==> src/updi_proto_pkg.sv <==
// UPDI protocol definitions
package updi_proto_pkg;

	// instruction class, top three bits of the opcode byte
	typedef enum logic [2:0] {
		OP_LDS    = 3'h0,
		OP_LD     = 3'h1,
		OP_STS    = 3'h2,
		OP_ST     = 3'h3,
		OP_LDCS   = 3'h4,
		OP_REPEAT = 3'h5,
		OP_STCS   = 3'h6,
		OP_KEY    = 3'h7
	} updi_opcode_e;

	typedef struct packed {
		updi_opcode_e op;
		logic         rsvd;
		logic [3:0]   addr;
	} updi_cs_op_t;

	typedef struct packed {
		updi_opcode_e op;
		logic         rsvd;
		logic [1:0]   ptr;
		logic [1:0]   size;
	} updi_mem_op_t;

	// LDCS/STCS use the cs view, LD/ST/REPEAT/KEY the mem view
	typedef union packed {
		updi_cs_op_t  cs;
		updi_mem_op_t mem;
	} updi_op_u;

	localparam logic [7:0] UPDI_SYNC = 8'h55;
	localparam logic [7:0] UPDI_ACK  = 8'h40;

	// pointer modes and access sizes
	localparam logic [1:0] PTR_POSTINC = 2'b01;
	localparam logic [1:0] PTR_REG     = 2'b10;
	localparam logic [1:0] SIZE_BYTE   = 2'b00;
	localparam logic [1:0] SIZE_WORD   = 2'b01;
	localparam logic [1:0] KEY_SIZE_64 = 2'b00;

	// ASI control/status register addresses
	localparam logic [3:0] CS_STATUSA    = 4'h0;
	localparam logic [3:0] CS_KEY_STATUS = 4'h7;
	localparam logic [3:0] CS_RESET_REQ  = 4'h8;
	localparam logic [3:0] CS_SYS_STATUS = 4'hB;

	localparam logic [7:0]  RESET_SIGNATURE = 8'h59;
	// "NVMErase", goes out lsb first
	localparam logic [63:0] KEY_CHIPERASE   = 64'h4e56_4d45_7261_7365;
	localparam logic [15:0] SIG_BASE_ADDR   = 16'h1100;
	localparam int          DEVICE_ID_BYTES = 3;

endpackage

==> src/updi_prog_pkg.sv <==
// UPDI programmer types and limits
package updi_prog_pkg;

	localparam int MAX_CMD_DATA     = 8;
	localparam int MAX_RESP         = 3;
	localparam int RESET_DELAY_CLKS = 64;
	localparam int RX_TIMEOUT_CLKS  = 200;

	localparam int DATA_CNT_W = $clog2(MAX_CMD_DATA + 1);
	localparam int ACK_IDX_W  = $clog2(MAX_CMD_DATA);
	localparam int RESP_CNT_W = $clog2(MAX_RESP + 1);
	localparam int DELAY_W    = $clog2(RESET_DELAY_CLKS);
	localparam int TMO_W      = $clog2(RX_TIMEOUT_CLKS);

	// one command frame, data[0] goes out first
	typedef struct packed {
		updi_proto_pkg::updi_op_u     op;
		logic [MAX_CMD_DATA-1:0][7:0] data;
		logic [DATA_CNT_W-1:0]        data_count;
		logic [ACK_IDX_W-1:0]         ack_idx;
		logic                         ack_en;
		logic [RESP_CNT_W-1:0]        resp_count;
	} updi_cmd_t;

	// data[0] is the first byte received
	typedef struct packed {
		logic [MAX_RESP-1:0][7:0] data;
		logic [RESP_CNT_W-1:0]    count;
	} updi_resp_t;

	typedef enum logic [2:0] {
		ERR_NONE,
		ERR_STATUS_ZERO,
		ERR_KEY_REJECTED,
		ERR_BAD_ACK,
		ERR_TIMEOUT
	} prog_err_e;

endpackage

==> src/updi_frame_tx.sv <==
// UPDI frame transmitter
`timescale 1ns/1ps

module updi_frame_tx import updi_proto_pkg::*, updi_prog_pkg::*; (
	input  logic       clk,
	input  logic       rst,
	input  updi_cmd_t  cmd,
	input  logic       cmd_valid,
	output logic       cmd_ready,
	output logic       frame_done,
	output logic [7:0] tx_byte,
	output logic       tx_valid,
	input  logic       tx_ready,
	output logic       ack_req,
	input  logic       ack_ok
);

	updi_cmd_t cmd_q;
	logic active;
	logic ack_wait;
	// byte position: 0 is SYNC, 1 the opcode, data after that
	logic [DATA_CNT_W-1:0] idx;
	logic [ACK_IDX_W-1:0] data_sel;
	logic accept;
	logic at_ack;
	logic is_last;
	logic past_end;

	assign data_sel = ACK_IDX_W'(idx - DATA_CNT_W'(2));
	assign at_ack = cmd_q.ack_en && (idx >= DATA_CNT_W'(2)) && (data_sel == cmd_q.ack_idx);
	assign is_last = (idx == cmd_q.data_count + DATA_CNT_W'(1));
	assign past_end = (idx == cmd_q.data_count + DATA_CNT_W'(2));

	assign cmd_ready = !active;
	assign tx_valid = active && !ack_wait;
	assign accept = tx_valid && tx_ready;

	always_comb begin
		if (idx == DATA_CNT_W'(0)) begin
			tx_byte = UPDI_SYNC;
		end else if (idx == DATA_CNT_W'(1)) begin
			tx_byte = cmd_q.op;
		end else begin
			tx_byte = cmd_q.data[data_sel];
		end
	end

	always_ff @(posedge clk) begin
		if (rst) begin
			active <= 1'b0;
			ack_wait <= 1'b0;
			ack_req <= 1'b0;
			frame_done <= 1'b0;
		end else begin
			ack_req <= 1'b0;
			frame_done <= 1'b0;
			if (cmd_valid && cmd_ready) begin
				cmd_q <= cmd;
				idx <= '0;
				active <= 1'b1;
			end else if (accept) begin
				idx <= idx + DATA_CNT_W'(1);
				// stall here until the target acknowledges
				if (at_ack) begin
					ack_wait <= 1'b1;
					ack_req <= 1'b1;
				end else if (is_last) begin
					active <= 1'b0;
					frame_done <= 1'b1;
				end
			end else if (ack_wait && ack_ok) begin
				ack_wait <= 1'b0;
				if (past_end) begin
					active <= 1'b0;
					frame_done <= 1'b1;
				end
			end
		end
	end

endmodule

==> src/updi_prog_top.sv <==
// UPDI programmer top level
`timescale 1ns/1ps

module updi_prog_top import updi_prog_pkg::*; (
	input  logic        clk,
	input  logic        rst,
	input  logic        start,
	output logic        busy,
	output logic        done,
	output prog_err_e   err_code,
	output logic [23:0] device_id,
	output logic [7:0]  tx_byte,
	output logic        tx_valid,
	input  logic        tx_ready,
	input  logic [7:0]  rx_byte,
	input  logic        rx_valid,
	output logic        rx_ready,
	output logic        break_start,
	input  logic        break_done
);

	updi_cmd_t cmd;
	logic cmd_valid;
	logic cmd_ready;
	logic frame_done;
	logic ack_req;
	logic ack_ok;
	logic ack_bad;
	logic rx_timeout;
	logic resp_req;
	logic [RESP_CNT_W-1:0] resp_count;
	updi_resp_t resp;
	logic resp_valid;

	updi_sequencer i_updi_sequencer (
		.clk(clk), .rst(rst), .start(start), .busy(busy), .done(done),
		.err_code(err_code), .device_id(device_id),
		.break_start(break_start), .break_done(break_done),
		.cmd(cmd), .cmd_valid(cmd_valid), .cmd_ready(cmd_ready), .frame_done(frame_done),
		.resp_req(resp_req), .resp_count(resp_count), .resp(resp), .resp_valid(resp_valid),
		.ack_bad(ack_bad), .rx_timeout(rx_timeout)
	);

	updi_frame_tx i_updi_frame_tx (
		.clk(clk), .rst(rst), .cmd(cmd), .cmd_valid(cmd_valid), .cmd_ready(cmd_ready),
		.frame_done(frame_done), .tx_byte(tx_byte), .tx_valid(tx_valid),
		.tx_ready(tx_ready), .ack_req(ack_req), .ack_ok(ack_ok)
	);

	updi_rx_collect i_updi_rx_collect (
		.clk(clk), .rst(rst), .ack_req(ack_req), .ack_ok(ack_ok), .ack_bad(ack_bad),
		.resp_req(resp_req), .resp_count(resp_count), .resp(resp), .resp_valid(resp_valid),
		.rx_byte(rx_byte), .rx_valid(rx_valid), .rx_ready(rx_ready), .rx_timeout(rx_timeout)
	);

endmodule

==> src/updi_rx_collect.sv <==
// UPDI receive collector
`timescale 1ns/1ps

module updi_rx_collect import updi_proto_pkg::*, updi_prog_pkg::*; (
	input  logic                  clk,
	input  logic                  rst,
	input  logic                  ack_req,
	output logic                  ack_ok,
	output logic                  ack_bad,
	input  logic                  resp_req,
	input  logic [RESP_CNT_W-1:0] resp_count,
	output updi_resp_t            resp,
	output logic                  resp_valid,
	input  logic [7:0]            rx_byte,
	input  logic                  rx_valid,
	output logic                  rx_ready,
	output logic                  rx_timeout
);

	typedef enum logic [1:0] {RX_IDLE, RX_ACK, RX_RESP} rx_mode_e;

	rx_mode_e mode;
	logic [TMO_W-1:0] tmo;
	logic [RESP_CNT_W-1:0] want;
	logic [RESP_CNT_W-1:0] got;
	updi_resp_t resp_q;
	logic take;
	logic tmo_hit;

	assign rx_ready = (mode != RX_IDLE);
	assign take = rx_valid && rx_ready;
	assign tmo_hit = rx_ready && !take && (tmo == TMO_W'(RX_TIMEOUT_CLKS - 1));
	assign resp = resp_q;

	always_ff @(posedge clk) begin
		if (rst) begin
			mode <= RX_IDLE;
			tmo <= '0;
			ack_ok <= 1'b0;
			ack_bad <= 1'b0;
			resp_valid <= 1'b0;
			rx_timeout <= 1'b0;
		end else begin
			ack_ok <= 1'b0;
			ack_bad <= 1'b0;
			resp_valid <= 1'b0;
			rx_timeout <= 1'b0;
			// gap counter restarts on every byte taken
			if (take || mode == RX_IDLE) begin
				tmo <= '0;
			end else begin
				tmo <= tmo + TMO_W'(1);
			end
			case (mode)
				RX_IDLE: begin
					if (ack_req) begin
						mode <= RX_ACK;
					end else if (resp_req) begin
						mode <= RX_RESP;
						want <= resp_count;
						got <= '0;
					end
				end
				RX_ACK: begin
					// a bad byte or a timeout still releases the transmitter
					if (take) begin
						ack_ok <= 1'b1;
						ack_bad <= (rx_byte != UPDI_ACK);
						mode <= RX_IDLE;
					end else if (tmo_hit) begin
						ack_ok <= 1'b1;
						rx_timeout <= 1'b1;
						mode <= RX_IDLE;
					end
				end
				RX_RESP: begin
					if (take) begin
						resp_q.data[got] <= rx_byte;
						got <= got + RESP_CNT_W'(1);
						if (got + RESP_CNT_W'(1) == want) begin
							resp_q.count <= want;
							resp_valid <= 1'b1;
							mode <= RX_IDLE;
						end
					end else if (tmo_hit) begin
						rx_timeout <= 1'b1;
						mode <= RX_IDLE;
					end
				end
				default: mode <= RX_IDLE;
			endcase
		end
	end

endmodule

==> src/updi_sequencer.sv <==
// UPDI session sequencer
`timescale 1ns/1ps

module updi_sequencer import updi_proto_pkg::*, updi_prog_pkg::*; (
	input  logic                  clk,
	input  logic                  rst,
	input  logic                  start,
	output logic                  busy,
	output logic                  done,
	output prog_err_e             err_code,
	output logic [23:0]           device_id,
	output logic                  break_start,
	input  logic                  break_done,
	output updi_cmd_t             cmd,
	output logic                  cmd_valid,
	input  logic                  cmd_ready,
	input  logic                  frame_done,
	output logic                  resp_req,
	output logic [RESP_CNT_W-1:0] resp_count,
	input  updi_resp_t            resp,
	input  logic                  resp_valid,
	input  logic                  ack_bad,
	input  logic                  rx_timeout
);

	typedef enum logic [2:0] {S_IDLE, S_BREAK, S_ISSUE, S_WAIT, S_DELAY} state_e;

	// session steps in issue order
	typedef enum logic [3:0] {
		STEP_STATUSA,
		STEP_KEY,
		STEP_KEY_STATUS,
		STEP_RST_SET,
		STEP_RST_CLR,
		STEP_SYS_POLL,
		STEP_SIG_PTR,
		STEP_SIG_REPEAT,
		STEP_SIG_LD
	} step_e;

	state_e state;
	step_e step;
	logic [DELAY_W-1:0] dly;
	logic step_end;
	logic [7:0] reply;
	prog_err_e chk_err;

	assign busy = (state != S_IDLE);
	assign cmd_valid = (state == S_ISSUE);
	assign resp_count = cmd.resp_count;
	assign reply = resp.data[0];
	// a step ends on its response, or on the frame when nothing comes back
	assign step_end = (state == S_WAIT) && ((cmd.resp_count == '0) ? frame_done : resp_valid);

	always_comb begin
		cmd = '0;
		case (step)
			STEP_STATUSA: begin
				cmd.op.cs.op = OP_LDCS;
				cmd.op.cs.addr = CS_STATUSA;
				cmd.resp_count = RESP_CNT_W'(1);
			end
			STEP_KEY: begin
				cmd.op.mem.op = OP_KEY;
				cmd.op.mem.size = KEY_SIZE_64;
				cmd.data = KEY_CHIPERASE;
				cmd.data_count = DATA_CNT_W'(MAX_CMD_DATA);
			end
			STEP_KEY_STATUS: begin
				cmd.op.cs.op = OP_LDCS;
				cmd.op.cs.addr = CS_KEY_STATUS;
				cmd.resp_count = RESP_CNT_W'(1);
			end
			STEP_RST_SET, STEP_RST_CLR: begin
				cmd.op.cs.op = OP_STCS;
				cmd.op.cs.addr = CS_RESET_REQ;
				cmd.data[0] = (step == STEP_RST_SET) ? RESET_SIGNATURE : 8'h00;
				cmd.data_count = DATA_CNT_W'(1);
			end
			STEP_SYS_POLL: begin
				cmd.op.cs.op = OP_LDCS;
				cmd.op.cs.addr = CS_SYS_STATUS;
				cmd.resp_count = RESP_CNT_W'(1);
			end
			STEP_SIG_PTR: begin
				// pointer load, target acks after the high address byte
				cmd.op.mem.op = OP_ST;
				cmd.op.mem.ptr = PTR_REG;
				cmd.op.mem.size = SIZE_WORD;
				cmd.data[0] = SIG_BASE_ADDR[7:0];
				cmd.data[1] = SIG_BASE_ADDR[15:8];
				cmd.data_count = DATA_CNT_W'(2);
				cmd.ack_en = 1'b1;
				cmd.ack_idx = ACK_IDX_W'(1);
			end
			STEP_SIG_REPEAT: begin
				cmd.op.mem.op = OP_REPEAT;
				cmd.op.mem.size = SIZE_BYTE;
				cmd.data[0] = 8'(DEVICE_ID_BYTES - 1);
				cmd.data_count = DATA_CNT_W'(1);
			end
			default: begin
				cmd.op.mem.op = OP_LD;
				cmd.op.mem.ptr = PTR_POSTINC;
				cmd.op.mem.size = SIZE_BYTE;
				cmd.resp_count = RESP_CNT_W'(DEVICE_ID_BYTES);
			end
		endcase
	end

	always_comb begin
		chk_err = ERR_NONE;
		if (step == STEP_STATUSA && reply == 8'h00) begin
			chk_err = ERR_STATUS_ZERO;
		end
		// chip-erase key accepted shows up in bit 3
		if (step == STEP_KEY_STATUS && !reply[3]) begin
			chk_err = ERR_KEY_REJECTED;
		end
	end

	always_ff @(posedge clk) begin
		if (rst) begin
			state <= S_IDLE;
			step <= STEP_STATUSA;
			dly <= '0;
			done <= 1'b0;
			err_code <= ERR_NONE;
			break_start <= 1'b0;
			resp_req <= 1'b0;
		end else begin
			done <= 1'b0;
			break_start <= 1'b0;
			resp_req <= 1'b0;
			dly <= (state == S_DELAY) ? dly + DELAY_W'(1) : '0;
			if (busy && (ack_bad || rx_timeout)) begin
				state <= S_IDLE;
				done <= 1'b1;
				err_code <= ack_bad ? ERR_BAD_ACK : ERR_TIMEOUT;
			end else begin
				case (state)
					S_IDLE: begin
						if (start) begin
							state <= S_BREAK;
							break_start <= 1'b1;
							err_code <= ERR_NONE;
						end
					end
					S_BREAK: begin
						if (break_done) begin
							step <= STEP_STATUSA;
							state <= S_ISSUE;
						end
					end
					S_ISSUE: begin
						if (cmd_ready) begin
							state <= S_WAIT;
						end
					end
					S_WAIT: begin
						if (frame_done && cmd.resp_count != '0) begin
							resp_req <= 1'b1;
						end
						if (step_end) begin
							if (chk_err != ERR_NONE) begin
								state <= S_IDLE;
								done <= 1'b1;
								err_code <= chk_err;
							end else begin
								case (step)
									STEP_RST_SET: state <= S_DELAY;
									STEP_SYS_POLL: begin
										// bit 0 set means the erase is still running
										if (reply[0]) begin
											state <= S_DELAY;
										end else begin
											step <= STEP_SIG_PTR;
											state <= S_ISSUE;
										end
									end
									STEP_SIG_LD: begin
										device_id <= {resp.data[0], resp.data[1], resp.data[2]};
										state <= S_IDLE;
										done <= 1'b1;
									end
									default: begin
										step <= step_e'(step + 4'd1);
										state <= S_ISSUE;
									end
								endcase
							end
						end
					end
					S_DELAY: begin
						if (dly == DELAY_W'(RESET_DELAY_CLKS - 1)) begin
							step <= (step == STEP_RST_SET) ? STEP_RST_CLR : step;
							state <= S_ISSUE;
						end
					end
					default: state <= S_IDLE;
				endcase
			end
		end
	end

endmodule

==> config.mk <==
export PLATFORM = sky130hd
export DESIGN_NAME = updi_prog_top
export DESIGN_NICKNAME = d
export VERILOG_FILES = /design/src/updi_proto_pkg.sv /design/src/updi_prog_pkg.sv /design/src/updi_frame_tx.sv /design/src/updi_prog_top.sv /design/src/updi_rx_collect.sv /design/src/updi_sequencer.sv
export SDC_FILE = /design/constraint.sdc
export NUM_CORES = 1
export LEC_CHECK = 0
export BUFFER_PORTS_ARGS = -buffer_cell sky130_fd_sc_hd__buf_4
export CAP_MARGIN = 20
export CORE_UTILIZATION = 60
export DETAILED_ROUTE_END_ITERATION = 7
export GPL_TIMING_DRIVEN = 0
export PLACE_DENSITY = 0.81
export SLEW_MARGIN = 20
export SYNTH_ARGS = -nofsm -noshare
export SYNTH_HDL_FRONTEND = slang
export SYNTH_SLANG_ARGS = --single-unit
==> constraint.sdc <==
create_clock -name clk -period 14 [get_ports clk]
set_input_delay 0.7 -clock clk [delete_from_list [all_inputs] [get_ports clk]]
set_output_delay 0.7 -clock clk [all_outputs]
set_load 0.01 [all_outputs]
==> impl_metrics.env <==
export IMPL_outcome="complete, no violations"
export IMPL_max_clock_freq_ghz=0.312
export IMPL_synthTopCellsByCount="edfxtp_1, nor2_1, dfxtp_1, nand2_1"
export IMPL_stdcell_count=623
export IMPL_synth_ff_type="edfxtp_1"
export IMPL_cts_tree="yes"
export IMPL_powerDensity_nw_per_um2=118
export IMPL_finalCritPeriodShare_pct=22.9
export IMPL_peakVddDrop_uv=93.1
export IMPL_htree_levels=3
export IMPL_antenna_found_initial=0
export IMPL_leakagePower_nw=2.18
export IMPL_cts_root_buf="clkbuf_8"
export IMPL_yosysMostFrequentCell="edfxtp_1"
export IMPL_synth_cells=446
export IMPL_worstPathRequired_ns=13.30
export IMPL_finalPower_mw=0.689
export IMPL_min_path_type="reg -> reg"
export IMPL_dieArea_sq_um=8880
export IMPL_post_cts_buffers=0
export IMPL_synth_area_top_cells="edfxtp_1, dfxtp_1, ha_1, nor2_1, a21oi_1"
export IMPL_place_congestion=0.928
export IMPL_path_common_cell="mux2i_1"
export IMPL_ant_nets=0
export IMPL_dp_hpwl_mm=7.49
export IMPL_vias=3591
export IMPL_cts_buffers_inserted=9
export IMPL_drc=0
export IMPL_fin_ws_ns=10.80
export IMPL_ys_ff_latch=110
export IMPL_io_pins=54
export IMPL_syn_nets=478
export IMPL_slowest_delay_ns=0.38
export IMPL_synthArstFlopShare_pct=0
export IMPL_die_height_um=94.2
export IMPL_syn_area_sq_um=5100
export IMPL_worst_path_max_delay_cell="edfxtp_1"
export IMPL_final_nets=545
export IMPL_critPathKind="reg -> out"
export IMPL_fin_skew_ns=0.0123
export IMPL_post_dp_cell_area_sq_um=5660
export IMPL_finalHoldViolCount=0
export IMPL_port_buffers=53
export IMPL_worst_pin_slew_ns=0.761
export IMPL_maxCapViolations=0
export IMPL_drt_wirelength_per_cell_um=16.1
export IMPL_avgViaCountPerCell=5.76
export IMPL_drive_gt1_share_pct=18.9
export IMPL_first_pass_iters=5
export IMPL_post_synth_top_area_cell="edfxtp_1"
export IMPL_core_area_sq_um=8220
export IMPL_worstPathArrival_ns=2.50
export IMPL_worstSetupEndpointType="output port"
export IMPL_tns_ns=0
export IMPL_gr_total_overflow=0
export IMPL_finalCriticalPeriod_ns=3.20
export IMPL_grt_pass1_vias=3471
export IMPL_grt_pass1_wl_mm=16.3
export IMPL_syn_area_per_cell_sq_um=11.4
export IMPL_rows=33
export IMPL_synth_top_cell_area_share_pct=42.9
export IMPL_yosys_cell_types_count=65
export IMPL_syn_to_final_growth_pct=14.4
export IMPL_cts_resized=0
export IMPL_seq_area_frac_synth_pct=57.5
export IMPL_diodes=0
export IMPL_die_w_um=94.2
export IMPL_path_clk_slew_ns=0.10
export IMPL_cts_hold_buf=0
export IMPL_synth_edf_count=73
export IMPL_place_ws_ns=10.94
export IMPL_drt_wl_total_mm=10.0
export IMPL_cp_cell_sequence="clkbuf_1 > inv_1 > ha_1 > nor2b_1 > mux2i_1 > mux2i_1 > nor2_1 > a21oi_1 > buf_4"
export IMPL_crit_fanout=8
export IMPL_slew_viol_final=0
export IMPL_clkSinkCount=110
export IMPL_clk_latency_ns=0.37
export IMPL_grt_max_degree=20
export IMPL_maxSlewHeadroom_pct=49.2
export IMPL_rsz0062_at_grt="no"
export IMPL_cts_path_max_buffers=2
export IMPL_finalSetupViolCount=0
export IMPL_place_inst=607
export IMPL_grt_use_total_pct=24.2
export IMPL_initial_core_util_pct=62.1
export IMPL_yosysWarnings=0
export IMPL_final_area_sq_um=5840
export IMPL_cp_start_kind="flip-flop"
export IMPL_drtIter0Drc=272
-- critical path, delay by kind of cell (launching register included) --
kind            cells  cell delay, ns
flops               1            0.38
simple gates        2            0.40
fa+ha+maj           1            0.38
mux                 2            0.37
buf+inv             3            0.54
compound gates      1            0.05
-- final timing paths --
path / startpoint / endpoint / slack, ns / depth (start not counted)
worst min-delay path: i_updi_rx_collect.resp[10] / i_updi_sequencer.device_id[8] / 0.43 / 0
worst max register to register: i_updi_sequencer.step[0] / i_updi_sequencer.device_id[1] / 10.92 / 8
worst max-delay path: i_updi_frame_tx.idx[2] / tx_byte[6] / 10.80 / 9
worst min register to register: i_updi_rx_collect.resp[10] / i_updi_sequencer.device_id[8] / 0.43 / 0
-- metrics by stage --
| step | utilization [%] | hold WS (ns) |
|---|---|---|
| 3_5_place_dp | 68.9 | 0.405 |
| 5_1_grt | 71.1 | 0.443 |
| 3_3_place_gp | 68.6 | 0.403 |
| 6_report | 71.1 | 0.428 |
| 2_1_floorplan | - | 0.400 |
| 4_1_cts | 71.1 | 0.427 |
-- cells in the final DEF, fill, tap and decap left out, types with 4 or more instances in the layout --
cell type / netlist / layout
a211oi_1: 6 / 6
a21oi_1: 23 / 23
a31oi_1: 4 / 4
and2_1: 7 / 7
and3_1: 5 / 5
buf_2: 1 / 4
buf_4: 0 / 53
buf_6: 5 / 5
clkbuf_1: 13 / 15
clkbuf_8: 0 / 9
dfxtp_1: 37 / 37
edfxtp_1: 73 / 73
ha_1: 18 / 18
inv_1: 23 / 23
mux2i_1: 6 / 6
nand2_1: 26 / 26
nand2b_1: 7 / 7
nand3_1: 14 / 14
nand3b_1: 5 / 5
nand4_1: 5 / 5
nor2_1: 46 / 45
nor2b_1: 6 / 6
nor3_1: 7 / 7
nor3b_1: 5 / 5
nor4_1: 6 / 6
o21a_1: 4 / 4
o21ai_0: 5 / 5
o22ai_1: 5 / 5
or2_2: 4 / 4
or3_1: 6 / 6
xnor2_1: 9 / 9
xor2_1: 10 / 10
-- area by class of cell --
| cell class | count | area [sq um] |
|---|---|---|
| multi-input cells | 292 | 1980 |
| clock inverters | 5 | 50.0 |
| inverters | 23 | 86.3 |
| fillers | 579 | 2380 |
| clock buffers | 11 | 131 |
| flip-flops and latches | 110 | 2930 |
| repair buffers | 56 | 413 |
| plain buffers | 21 | 118 |
| well taps | 105 | 131 |
-- report_power, final --
group | total [mW] | switching, mW | internal, mW
Sequential | 0.370 | 0.0108 | 0.360
Combinational | 0.143 | 0.0821 | 0.0608
Clock | 0.176 | 0.108 | 0.0684
-- sequential cells by signal, summed over array words and instances (netlist names), 2 cells and up --
signal	cells
i_updi_rx_collect.resp	24
i_updi_sequencer.device_id	24
i_updi_frame_tx.cmd_q	17
i_updi_rx_collect.tmo	8
i_updi_sequencer.dly	6
i_updi_frame_tx.idx	4
i_updi_sequencer.step	4
i_updi_sequencer.err_code	3
i_updi_sequencer.state	3
i_updi_rx_collect.got	2
i_updi_rx_collect.mode	2
i_updi_rx_collect.want	2
-- per-layer routing --
layer,up-vias,global-route usage (%),part of all wire [%]
li1,1763,-,-
met1,1694,30.9,43
met2,124,40.7,50
met3,10,5.02,6.2
met4,0,8.46,1.1
met5,-,0,0
-- cells by family (layout without fill, tap and decap cells) --
kind of cell | count (synthesis) | in the layout | share of synthesized area (%)
AO/OA/AOI/OAI | 78 | 78 | 11.0
XOR/XNOR | 19 | 19 | 3.26
AND/OR/NAND/NOR | 167 | 167 | 17.8
buffers and inverters | 44 | 116 | 3.99
adder cells (fa/ha/maj) | 18 | 18 | 4.41
flip-flops | 110 | 110 | 57.5
multiplexers | 10 | 10 | 2.13
(Power assumes the default switching activity.)
